File: config.mk
export PLATFORM = sky130hd
export DESIGN_NAME = image_seq_top
export DESIGN_NICKNAME = d
export VERILOG_FILES = /design/src/common/img_pkg.sv /design/src/common/link_pkg.sv /design/src/verilog/image_bank.sv /design/src/loader/frame_loader.sv /design/src/reader/frame_reader.sv /design/src/verilog/session_ctrl.sv /design/src/verilog/image_seq_top.sv
export VERILOG_INCLUDE_DIRS = /design/src /design/src/common
export SDC_FILE = /design/constraint.sdc
export NUM_CORES = 2
export LEC_CHECK = 0
export BUFFER_PORTS_ARGS = -buffer_cell sky130_fd_sc_hd__buf_4
export CORE_MARGIN = 4
export CORE_UTILIZATION = 51
export DETAILED_ROUTE_END_ITERATION = 8
export PLACE_DENSITY = 0.67
export REMOVE_ABC_BUFFERS = 1
export SLEW_MARGIN = 20
export SYNTH_ARGS = -nofsm -noshare
export SYNTH_HDL_FRONTEND = slang
export SYNTH_SLANG_ARGS = --single-unit
File: constraint.sdc
create_clock -name CLOCK_50 -period 3.68 [get_ports CLOCK_50]
set_clock_uncertainty 0.05 [all_clocks]
set_input_delay 0.552 -clock CLOCK_50 [delete_from_list [all_inputs] [get_ports CLOCK_50]]
set_output_delay 0.552 -clock CLOCK_50 [all_outputs]
set_load 0.02 [all_outputs]
File: src/common/image_cfg.svh
`ifndef IMAGE_CFG_SVH
`define IMAGE_CFG_SVH

// Number of on-chip image memories
`define IMG_BANKS 6

// Words held by each memory
`define IMG_DEPTH 20

// Bits per pixel, two pixels per word
`define IMG_PIX_W 9

// Host link word width
`define LINK_W 32

`endif

File: src/common/img_pkg.sv
`default_nettype none

`include "image_cfg.svh"

////////////////////////////////////////////////////////////////////////////
// Image storage types
////////////////////////////////////////////////////////////////////////////

package img_pkg;

	// One memory word holds a vertical pixel pair
	// Second image row sits in the upper half
	typedef struct packed {
		logic [`IMG_PIX_W-1:0] row1;
		logic [`IMG_PIX_W-1:0] row0;
	} pix_pair_t;

	// Which memory
	typedef logic [$clog2(`IMG_BANKS)-1:0] bank_idx_t;

	// Word within one memory
	typedef logic [$clog2(`IMG_DEPTH)-1:0] word_addr_t;

endpackage

`default_nettype wire

File: src/common/link_pkg.sv
`default_nettype none

`include "image_cfg.svh"

////////////////////////////////////////////////////////////////////////////
// Host link and session types
////////////////////////////////////////////////////////////////////////////

package link_pkg;

	// Word on both host links, location tag on top
	typedef struct packed {
		img_pkg::bank_idx_t  bank;
		img_pkg::word_addr_t addr;
		logic [`LINK_W-$bits(img_pkg::bank_idx_t)-$bits(img_pkg::word_addr_t)
			-$bits(img_pkg::pix_pair_t)-1:0] pad;
		img_pkg::pix_pair_t  pix;
	} host_word_t;

	// Session phases, shown as-is on the state digit
	typedef enum logic [2:0] {
		IDLE  = 3'd0,
		CLEAR = 3'd1,
		LOAD  = 3'd2,
		GAP   = 3'd3,
		READ  = 3'd4,
		DONE  = 3'd5
	} session_e;

	// Three display digits
	typedef struct packed {
		logic [3:0] state_dig;
		logic [3:0] load_dig;
		logic [3:0] read_dig;
	} status_t;

endpackage

`default_nettype wire

File: src/verilog/image_bank.sv
`timescale 1ns/1ps
`default_nettype none

`include "image_cfg.svh"

////////////////////////////////////////////////////////////////////////////
// Banked image store
// One write port and one read port shared across all memories
////////////////////////////////////////////////////////////////////////////

module image_bank (
	input  wire logic                CLOCK_50,
	input  wire logic                wr_en,
	input  wire img_pkg::bank_idx_t  wr_bank,
	input  wire img_pkg::word_addr_t wr_addr,
	input  wire img_pkg::pix_pair_t  wr_pix,
	input  wire img_pkg::bank_idx_t  rd_bank,
	input  wire img_pkg::word_addr_t rd_addr,
	output img_pkg::pix_pair_t       rd_pix
);

	// Read location, one cycle behind the reader
	img_pkg::bank_idx_t  rd_bank_q;
	img_pkg::word_addr_t rd_addr_q;
	img_pkg::pix_pair_t  bank_q [`IMG_BANKS];

	always_ff @(posedge CLOCK_50) begin
		rd_bank_q <= rd_bank;
		rd_addr_q <= rd_addr;
	end

	for (genvar b = 0; b < `IMG_BANKS; b++) begin : g_mem
		img_pkg::pix_pair_t mem [`IMG_DEPTH];

		// Write decode, only the tagged memory sees the strobe
		always_ff @(posedge CLOCK_50) begin
			if (wr_en && (wr_bank == img_pkg::bank_idx_t'(b))) mem[wr_addr] <= wr_pix;
		end

		assign bank_q[b] = mem[rd_addr_q];
	end

	// Output select by the registered bank
	assign rd_pix = bank_q[rd_bank_q];

endmodule

`default_nettype wire

File: src/loader/frame_loader.sv
`timescale 1ns/1ps
`default_nettype none

`include "image_cfg.svh"

////////////////////////////////////////////////////////////////////////////
// Load side of the host link
// Four-phase receiver, each accepted word goes straight to the bank
////////////////////////////////////////////////////////////////////////////

module frame_loader (
	input  wire logic                CLOCK_50,
	input  wire logic                rst,
	input  wire logic                load_en,
	input  wire logic                host_req,
	input  wire link_pkg::host_word_t host_data,
	output logic                     load_ack,
	output logic                     wr_en,
	output img_pkg::bank_idx_t       wr_bank,
	output img_pkg::word_addr_t      wr_addr,
	output img_pkg::pix_pair_t       wr_pix,
	output logic                     load_done,
	output logic [3:0]               load_nib
);

	localparam int unsigned TOTAL = `IMG_BANKS * `IMG_DEPTH;
	localparam int unsigned CNT_W = $clog2(TOTAL + 1);

	// Accepted word count
	logic [CNT_W-1:0] word_cnt;

	// New request while idle on the link
	// Write lands on the edge that raises ack
	assign wr_en   = load_en && host_req && !load_ack && !load_done;
	assign wr_bank = host_data.bank;
	assign wr_addr = host_data.addr;
	assign wr_pix  = host_data.pix;

	always_ff @(posedge CLOCK_50) begin
		if (rst) begin
			load_ack <= 1'b0;
			word_cnt <= '0;
		end else if (wr_en) begin
			load_ack <= 1'b1;
			word_cnt <= word_cnt + 1'b1;
		end else if (load_ack && !host_req) begin
			// Host let go, close the cycle
			load_ack <= 1'b0;
		end
	end

	assign load_done = (word_cnt == CNT_W'(TOTAL));
	// Low nibble for the display
	assign load_nib  = word_cnt[3:0];

	// Host tag must name a real memory location
	a_tag_in_range: assert property (@(posedge CLOCK_50) disable iff (rst)
		wr_en |-> (int'(wr_bank) < `IMG_BANKS) && (int'(wr_addr) < `IMG_DEPTH));

endmodule

`default_nettype wire

File: src/reader/frame_reader.sv
`timescale 1ns/1ps
`default_nettype none

`include "image_cfg.svh"

////////////////////////////////////////////////////////////////////////////
// Readback side of the host link
// Bank-major scan, one tagged word per four-phase cycle
////////////////////////////////////////////////////////////////////////////

module frame_reader (
	input  wire logic                CLOCK_50,
	input  wire logic                rst,
	input  wire logic                scan_start,
	output img_pkg::bank_idx_t       rd_bank,
	output img_pkg::word_addr_t      rd_addr,
	input  wire img_pkg::pix_pair_t  rd_pix,
	output logic                     fpga_req,
	output link_pkg::host_word_t     fpga_data,
	input  wire logic                host_ack,
	output logic                     read_done,
	output logic [3:0]               read_nib
);

	localparam int unsigned TOTAL = `IMG_BANKS * `IMG_DEPTH;
	localparam int unsigned CNT_W = $clog2(TOTAL + 1);

	typedef enum logic [1:0] {
		RD_IDLE,
		RD_FETCH,
		RD_SEND,
		RD_RELEASE
	} rd_state_e;

	rd_state_e        state;
	logic [CNT_W-1:0] ack_cnt;
	logic             last_addr;
	logic             last_bank;

	assign last_addr = (rd_addr == img_pkg::word_addr_t'(`IMG_DEPTH - 1));
	assign last_bank = (rd_bank == img_pkg::bank_idx_t'(`IMG_BANKS - 1));

	always_ff @(posedge CLOCK_50) begin
		if (rst) begin
			state    <= RD_IDLE;
			fpga_req <= 1'b0;
			rd_bank  <= '0;
			rd_addr  <= '0;
			ack_cnt  <= '0;
		end else begin
			case (state)
				RD_IDLE: if (scan_start) state <= RD_FETCH;
				// Bank data valid here, offer the word
				RD_FETCH: begin
					fpga_req <= 1'b1;
					state    <= RD_SEND;
				end
				RD_SEND: if (host_ack) begin
					fpga_req <= 1'b0;
					ack_cnt  <= ack_cnt + 1'b1;
					// Step early so the bank has the next word by ack low
					rd_addr  <= last_addr ? '0 : rd_addr + 1'b1;
					if (last_addr) rd_bank <= last_bank ? '0 : rd_bank + 1'b1;
					state    <= RD_RELEASE;
				end
				RD_RELEASE: if (!host_ack) begin
					state <= read_done ? RD_IDLE : RD_FETCH;
				end
				default: state <= RD_IDLE;
			endcase
		end
	end

	// Word plus its location, held for the whole req phase
	always_ff @(posedge CLOCK_50) begin
		if (state == RD_FETCH) begin
			fpga_data.bank <= rd_bank;
			fpga_data.addr <= rd_addr;
			fpga_data.pad  <= '0;
			fpga_data.pix  <= rd_pix;
		end
	end

	assign read_done = (ack_cnt == CNT_W'(TOTAL));
	assign read_nib  = ack_cnt[3:0];

	// Host may sample any time while req is up
	a_data_held: assert property (@(posedge CLOCK_50) disable iff (rst)
		fpga_req && $past(fpga_req) |-> $stable(fpga_data));

endmodule

`default_nettype wire

File: src/verilog/session_ctrl.sv
`timescale 1ns/1ps
`default_nettype none

////////////////////////////////////////////////////////////////////////////
// Session sequencer
// Load phase, then readback phase, status on three digits
////////////////////////////////////////////////////////////////////////////

module session_ctrl (
	input  wire logic       CLOCK_50,
	input  wire logic       rst,
	input  wire logic       load_done,
	input  wire logic [3:0] load_nib,
	input  wire logic       read_done,
	input  wire logic [3:0] read_nib,
	output logic            load_en,
	output logic            scan_start,
	output logic [6:0]      hex0,
	output logic [6:0]      hex1,
	output logic [6:0]      hex2,
	output logic            done_led
);

	link_pkg::session_e state;
	link_pkg::status_t  status;

	// Active-low glyph, segment a in bit 0
	function automatic logic [6:0] seg_glyph(input logic [3:0] dig);
		logic [6:0] lit;
		case (dig)
			4'h0: lit = 7'h3F;
			4'h1: lit = 7'h06;
			4'h2: lit = 7'h5B;
			4'h3: lit = 7'h4F;
			4'h4: lit = 7'h66;
			4'h5: lit = 7'h6D;
			4'h6: lit = 7'h7D;
			4'h7: lit = 7'h07;
			4'h8: lit = 7'h7F;
			4'h9: lit = 7'h6F;
			4'hA: lit = 7'h77;
			4'hB: lit = 7'h7C;
			4'hC: lit = 7'h39;
			4'hD: lit = 7'h5E;
			4'hE: lit = 7'h79;
			default: lit = 7'h71;
		endcase
		return ~lit;
	endfunction

	always_ff @(posedge CLOCK_50) begin
		if (rst) begin
			state      <= link_pkg::IDLE;
			scan_start <= 1'b0;
		end else begin
			// Single-cycle start pulse
			scan_start <= 1'b0;
			case (state)
				link_pkg::IDLE:  state <= link_pkg::CLEAR;
				link_pkg::CLEAR: state <= link_pkg::LOAD;
				link_pkg::LOAD:  if (load_done) state <= link_pkg::GAP;
				link_pkg::GAP: begin
					state      <= link_pkg::READ;
					scan_start <= 1'b1;
				end
				link_pkg::READ:  if (read_done) state <= link_pkg::DONE;
				// Parked until reset
				link_pkg::DONE:  state <= link_pkg::DONE;
				default:         state <= link_pkg::IDLE;
			endcase
		end
	end

	assign load_en  = (state == link_pkg::LOAD);
	assign done_led = (state == link_pkg::DONE);

	// Status digits
	assign status.state_dig = {1'b0, state};
	assign status.load_dig  = load_nib;
	assign status.read_dig  = read_nib;

	assign hex0 = seg_glyph(status.state_dig);
	assign hex1 = seg_glyph(status.load_dig);
	assign hex2 = seg_glyph(status.read_dig);

	// Loader must be closed before the scan starts
	a_phase_excl: assert property (@(posedge CLOCK_50) disable iff (rst)
		!(load_en && scan_start));

endmodule

`default_nettype wire

File: src/verilog/image_seq_top.sv
`timescale 1ns/1ps
`default_nettype none

////////////////////////////////////////////////////////////////////////////
// Image buffer top level
// Loader and reader share the bank, sequencer orders the phases
////////////////////////////////////////////////////////////////////////////

module image_seq_top (
	input  wire logic                 CLOCK_50,
	input  wire logic                 rst,
	// Load link
	input  wire logic                 host_req,
	input  wire link_pkg::host_word_t host_data,
	output logic                      load_ack,
	// Read link
	output logic                      fpga_req,
	output link_pkg::host_word_t      fpga_data,
	input  wire logic                 host_ack,
	// Status
	output logic [6:0]                hex0,
	output logic [6:0]                hex1,
	output logic [6:0]                hex2,
	output logic                      done_led
);

	// Sequencer controls
	logic load_en;
	logic scan_start;

	// Write port
	logic                wr_en;
	img_pkg::bank_idx_t  wr_bank;
	img_pkg::word_addr_t wr_addr;
	img_pkg::pix_pair_t  wr_pix;

	// Read port
	img_pkg::bank_idx_t  rd_bank;
	img_pkg::word_addr_t rd_addr;
	img_pkg::pix_pair_t  rd_pix;

	// Progress back to the sequencer
	logic       load_done;
	logic       read_done;
	logic [3:0] load_nib;
	logic [3:0] read_nib;

	frame_loader u_loader (
		.CLOCK_50 (CLOCK_50),
		.rst      (rst),
		.load_en  (load_en),
		.host_req (host_req),
		.host_data(host_data),
		.load_ack (load_ack),
		.wr_en    (wr_en),
		.wr_bank  (wr_bank),
		.wr_addr  (wr_addr),
		.wr_pix   (wr_pix),
		.load_done(load_done),
		.load_nib (load_nib)
	);

	frame_reader u_reader (
		.CLOCK_50  (CLOCK_50),
		.rst       (rst),
		.scan_start(scan_start),
		.rd_bank   (rd_bank),
		.rd_addr   (rd_addr),
		.rd_pix    (rd_pix),
		.fpga_req  (fpga_req),
		.fpga_data (fpga_data),
		.host_ack  (host_ack),
		.read_done (read_done),
		.read_nib  (read_nib)
	);

	image_bank u_bank (
		.CLOCK_50(CLOCK_50),
		.wr_en   (wr_en),
		.wr_bank (wr_bank),
		.wr_addr (wr_addr),
		.wr_pix  (wr_pix),
		.rd_bank (rd_bank),
		.rd_addr (rd_addr),
		.rd_pix  (rd_pix)
	);

	session_ctrl u_session (
		.CLOCK_50  (CLOCK_50),
		.rst       (rst),
		.load_done (load_done),
		.load_nib  (load_nib),
		.read_done (read_done),
		.read_nib  (read_nib),
		.load_en   (load_en),
		.scan_start(scan_start),
		.hex0      (hex0),
		.hex1      (hex1),
		.hex2      (hex2),
		.done_led  (done_led)
	);

endmodule

`default_nettype wire

==> results.md <==
Critical path:
- STA classifies the critical path endpoint as a register.
- The kind of cell with the highest combined delay on the critical path is compound AO/OA/AOI/OAI gates.
- The setup slack of the most critical reg-to-reg path is 120 ps.
- The data arrival time of the worst path is 4110 ps.
- STA puts the critical path data required time at 4230 ps.
- STA classifies the critical path startpoint as a register.
- Walking the worst path, the cells encountered are buf_4 -> mux4_2 -> mux2_2 -> o22ai_1 -> nor3_1 -> a211oi_1 -> buf_4 -> o22ai_1.
- The maximum fanout count along the critical path is 19.
- Among all stages on the critical path, the largest delay is contributed by sky130_fd_sc_hd__dfxtp_4.
- The delay of the slowest cell on the worst path is 650 ps.
- By startpoint and endpoint, the worst setup path is classified as register to register.
- The number of buffers and inverters on the critical path is 2.

Clocking:
- For the worst-skew pair, the clock arrives at the later sink with an insertion delay of 870 ps.
- The H-tree was split into 4 levels.
- The clock transition time at the flip-flop clock pins of the worst setup and hold paths is 60 ps.
- Post-CTS timing repair inserted 0 buffers for setup.
- CTS placed an instance of sky130_fd_sc_hd__clkbuf_16 at the clock tree root.
- Clock tree synthesis inserted a total of 216 buffers.
- TritonCTS built the clock tree.
- Clock tree synthesis found a total of 2245 sinks.
- The maximum clock path buffer count is 3.

Logic synthesis:
- In the synthesized netlist the dominant register cell turns out to be sky130_fd_sc_hd__edfxtp_1.
- Of the post-synthesis cell area, the dominant cell type holds 75.30%.
- The Yosys step of the flow raised 0 warnings.
- The cell area after technology mapping is 87180 sq um.
- The commonest cells after synthesis are 2186 x sky130_fd_sc_hd__edfxtp_1, 498 x sky130_fd_sc_hd__mux4_2, 189 x sky130_fd_sc_hd__nor2_1.
- The fraction of the yosys area taken by sequential cells is 76.65%.
- In this run, synthesis inferred 2186 flip-flops with an integrated enable.
- The average cell area after synthesis is 20.81 sq um.
- Synthesis handed over a netlist of 4189 instances.
- The post-synthesis cell type count is 75.
- The flop and latch count out of synthesis is 2245.
- The post-synthesis cell type with the largest combined area is sky130_fd_sc_hd__edfxtp_1.
- The most frequently used cell type in the post-synthesis netlist is sky130_fd_sc_hd__edfxtp_1.
- In the post-synthesis netlist, the biggest area contributors are sky130_fd_sc_hd__edfxtp_1 75%, sky130_fd_sc_hd__mux4_2 13%, sky130_fd_sc_hd__mux2i_1 1.7%.
- Counting flops with an async set or reset pin after synthesis yields a share of 0%.

Power and ir drop:
- Sequential cells account for 55.1% of the total power.
- The clock network fraction of design power is 40.5%.
- The portion of total power attributed to combinational logic is 4.4%.
- Internal power comes to 0.04041 W.
- Summed over all cells, the static leakage comes to 31.11 nW.
- The switching share of power is 21.29%.
- The worst ir drop on vdd is 0.5068 mV.
- The analysis attributes to net switching a power of 0.01093 W.
- The total power per unit cell area is 515.7 nW/um^2.
- Power comes to 0.05134 W.

Route:
- Summed over all layers, the routed wires come to 237.7 mm.
- The via count is 45580.
- The first routing iteration left 6493 violations.
- The remaining design rule violation count is 0.
- The number of vias per cell after detailed routing is 6.496.
- The routed wire length per instance is 33.87 um.
- The count of TritonRoute iterations in the first routing pass is 8.
- Once detail routing completed, the nets flagged for antenna violations numbered 0.

Floorplan:
- The core region is 169700 sq um.
- Row generation in the floorplan step produced 151 rows.
- The die is 421.4 um wide.
- The number of top-level design ports is 92.
- The die outline area is 177600 sq um.
- The initial utilization of the core area, before any placement, comes to 51.38%.
- The overall die height is 421.4 um.

Timing:
- Static timing analysis puts the maximum clock frequency at 280.9 MHz.
- After layout, the worst path uses 96.74% of the clock period.
- Setup repair after global routing left no endpoint under its margin.
- The headroom to the max-slew limit is 21.01%.
- The accumulated negative setup slack is 0 ps.
- The count of final setup violators is 0.
- The worst path in the final design needs a cycle of 3560 ps, including I/O delays and setup.
- The number of endpoints with negative hold slack in the final report was 0.
- The transition time at the pin with the least slew margin is 1170 ps.
- The final number of max-transition violations is 0.

Global route:
- Entering global routing, the biggest net connects 121 pins.
- Across every metal layer, demand over resource in global routing totals 26.64%.
- The first global-routing pass estimated 336.3 mm of wire.
- The global-route congestion overflow total is 0.
- The initial antenna violation count is 14.
- The via count of the first global-routing pass is 44490.

Finish:
- The post-route netlist has 29.74% of its cells at a drive strength greater than 1.
- The number of nets in the layout is 4696.
- The area growth from synthesis to layout is 14.18%.
- The total of fill cells in the finished design is 12110.
- After the flow finishes, the layout carries non-filler instances totaling 7017.
- The area of combinational cells with multiple inputs is 19140 sq um.
- Summing all flip-flop and latch instances after layout gives 66850 sq um.

Placed design:
- At the end of routability-driven placement, the weighted congestion stood at 0.8930.
- The cell count after placement is 6628.
- The wire-length estimate of the detail-placed layout is 145.6 mm.
- The count of buffers inserted at the top-level ports is 79.

Status:
- The run finished with clean final reports.

Min path:
- The path class of the lowest-slack min-delay path is input pin to register.
- The worst hold path begins at host_data[6].

Flow run:
- The number of maximum-capacitance constraint violations is 0.
-- per-stage QoR --
| stage | util (%) | hold WS, ps | cell area, sq um | worst slack (ps) |
|---|---|---|---|---|
| floorplan | - | 319.0 | 85850 | -25120 |
| global placement | 54.76 | 342.5 | 92900 | 263.3 |
| detailed placement | 54.76 | 337.3 | 92910 | 267.5 |
| CTS | 58.65 | 139.4 | 99500 | 254.0 |
| global route | 58.66 | 145.6 | 99530 | 117.8 |
| finish | 58.67 | 159.3 | 99540 | 120.1 |
-- worst paths after layout --
check / to / cells after the start
max: u_reader.fpga_data[11] / 8
min: u_bank.g_mem[3].mem[18][6] / 1
max reg2reg: u_reader.fpga_data[11] / 8
min reg2reg: u_bank.rd_bank_q[1] / 0
-- timing repair --
action	CTS	global route
hold endpoints to repair	8	0
resized for setup	0	0
hold buffers	3	0
-- power by group through the flow --
| stage | Sequential, W | Clock [W] | Combinational, W |
|---|---|---|---|
| floorplan | 0.0290 | 0 | 0.00157 |
| detailed placement | 0.0289 | 0 | 0.00226 |
| finish | 0.0283 | 0.0208 | 0.00226 |
| CTS | 0.0283 | 0.0210 | 0.00227 |
| global placement | 0.0289 | 0 | 0.00222 |
| global route | 0.0283 | 0.0222 | 0.00241 |
-- worst register-to-register path: cells and delay by family (launching register included) --
kind	cells	cell delay, ps
flip-flops	1	650
multiplexers	2	860
AND/OR/NAND/NOR	1	170
AO/OA/AOI/OAI	3	870
buffers and inverters	2	700
-- cell type report --
| type | count | share of cell area, % |
|---|---|---|
| repair buffers | 456 | 4.004 |
| well taps | 2218 | 2.788 |
| clock inverters | 93 | 0.8120 |
| diodes | 4 | 0.01006 |
| flip-flops and latches | 2245 | 67.16 |
| inverters | 57 | 0.2162 |
| multi-input cells | 1655 | 19.23 |
| clock buffers | 289 | 5.787 |
-- layout by cell type (no fill, tap or decap), types with 50 or more instances in the layout --
cell,netlist,final
sky130_fd_sc_hd__buf_4,44,408
sky130_fd_sc_hd__clkbuf_16,0,217
sky130_fd_sc_hd__nor2_1,189,76
sky130_fd_sc_hd__edfxtp_1,2186,2186
sky130_fd_sc_hd__mux4_2,498,498
sky130_fd_sc_hd__o21ai_0,50,50
sky130_fd_sc_hd__a21oi_1,69,69
sky130_fd_sc_hd__mux2i_1,146,146
sky130_fd_sc_hd__nor2_2,1,110
sky130_fd_sc_hd__nand2_1,168,168
sky130_fd_sc_hd__dfxtp_1,59,52
sky130_fd_sc_hd__clkbuf_1,82,66
-- flip-flops by register name (all words and copies together) (netlist names), named ones only --
signal                count
u_bank.g_mem.mem       2160
u_bank.rd_bank_q          3
u_loader.load_ack         1
u_loader.word_cnt         7
u_reader.ack_cnt          7
u_reader.fpga_data       26
u_reader.fpga_req         1
u_reader.rd_addr          5
u_reader.rd_bank          3
u_reader.state            2
u_session.scan_start      1
u_session.state           3
-- cell families after synthesis --
family	after synthesis	synth area share, %
AO/OA/AOI/OAI	382	3.087
buffers and inverters	294	1.793
other	1	0.004302
XOR/XNOR	16	0.1607
AND/OR/NAND/NOR	531	2.738
multiplexers	691	15.15
adder cells (fa/ha/maj)	29	0.4162
flip-flops	2245	76.65
-- layer usage --
metal  GRT usage [%]  part of all wire (%)  vias up
li1                -                     -    18230
met5               0                 0.011        -
met2           40.11                    46     2833
met3           6.476                    11      526
met4           11.49                   4.9        4
met1           37.65                    38    23980
No activity file was read; power rests on OpenSTA's default activity.
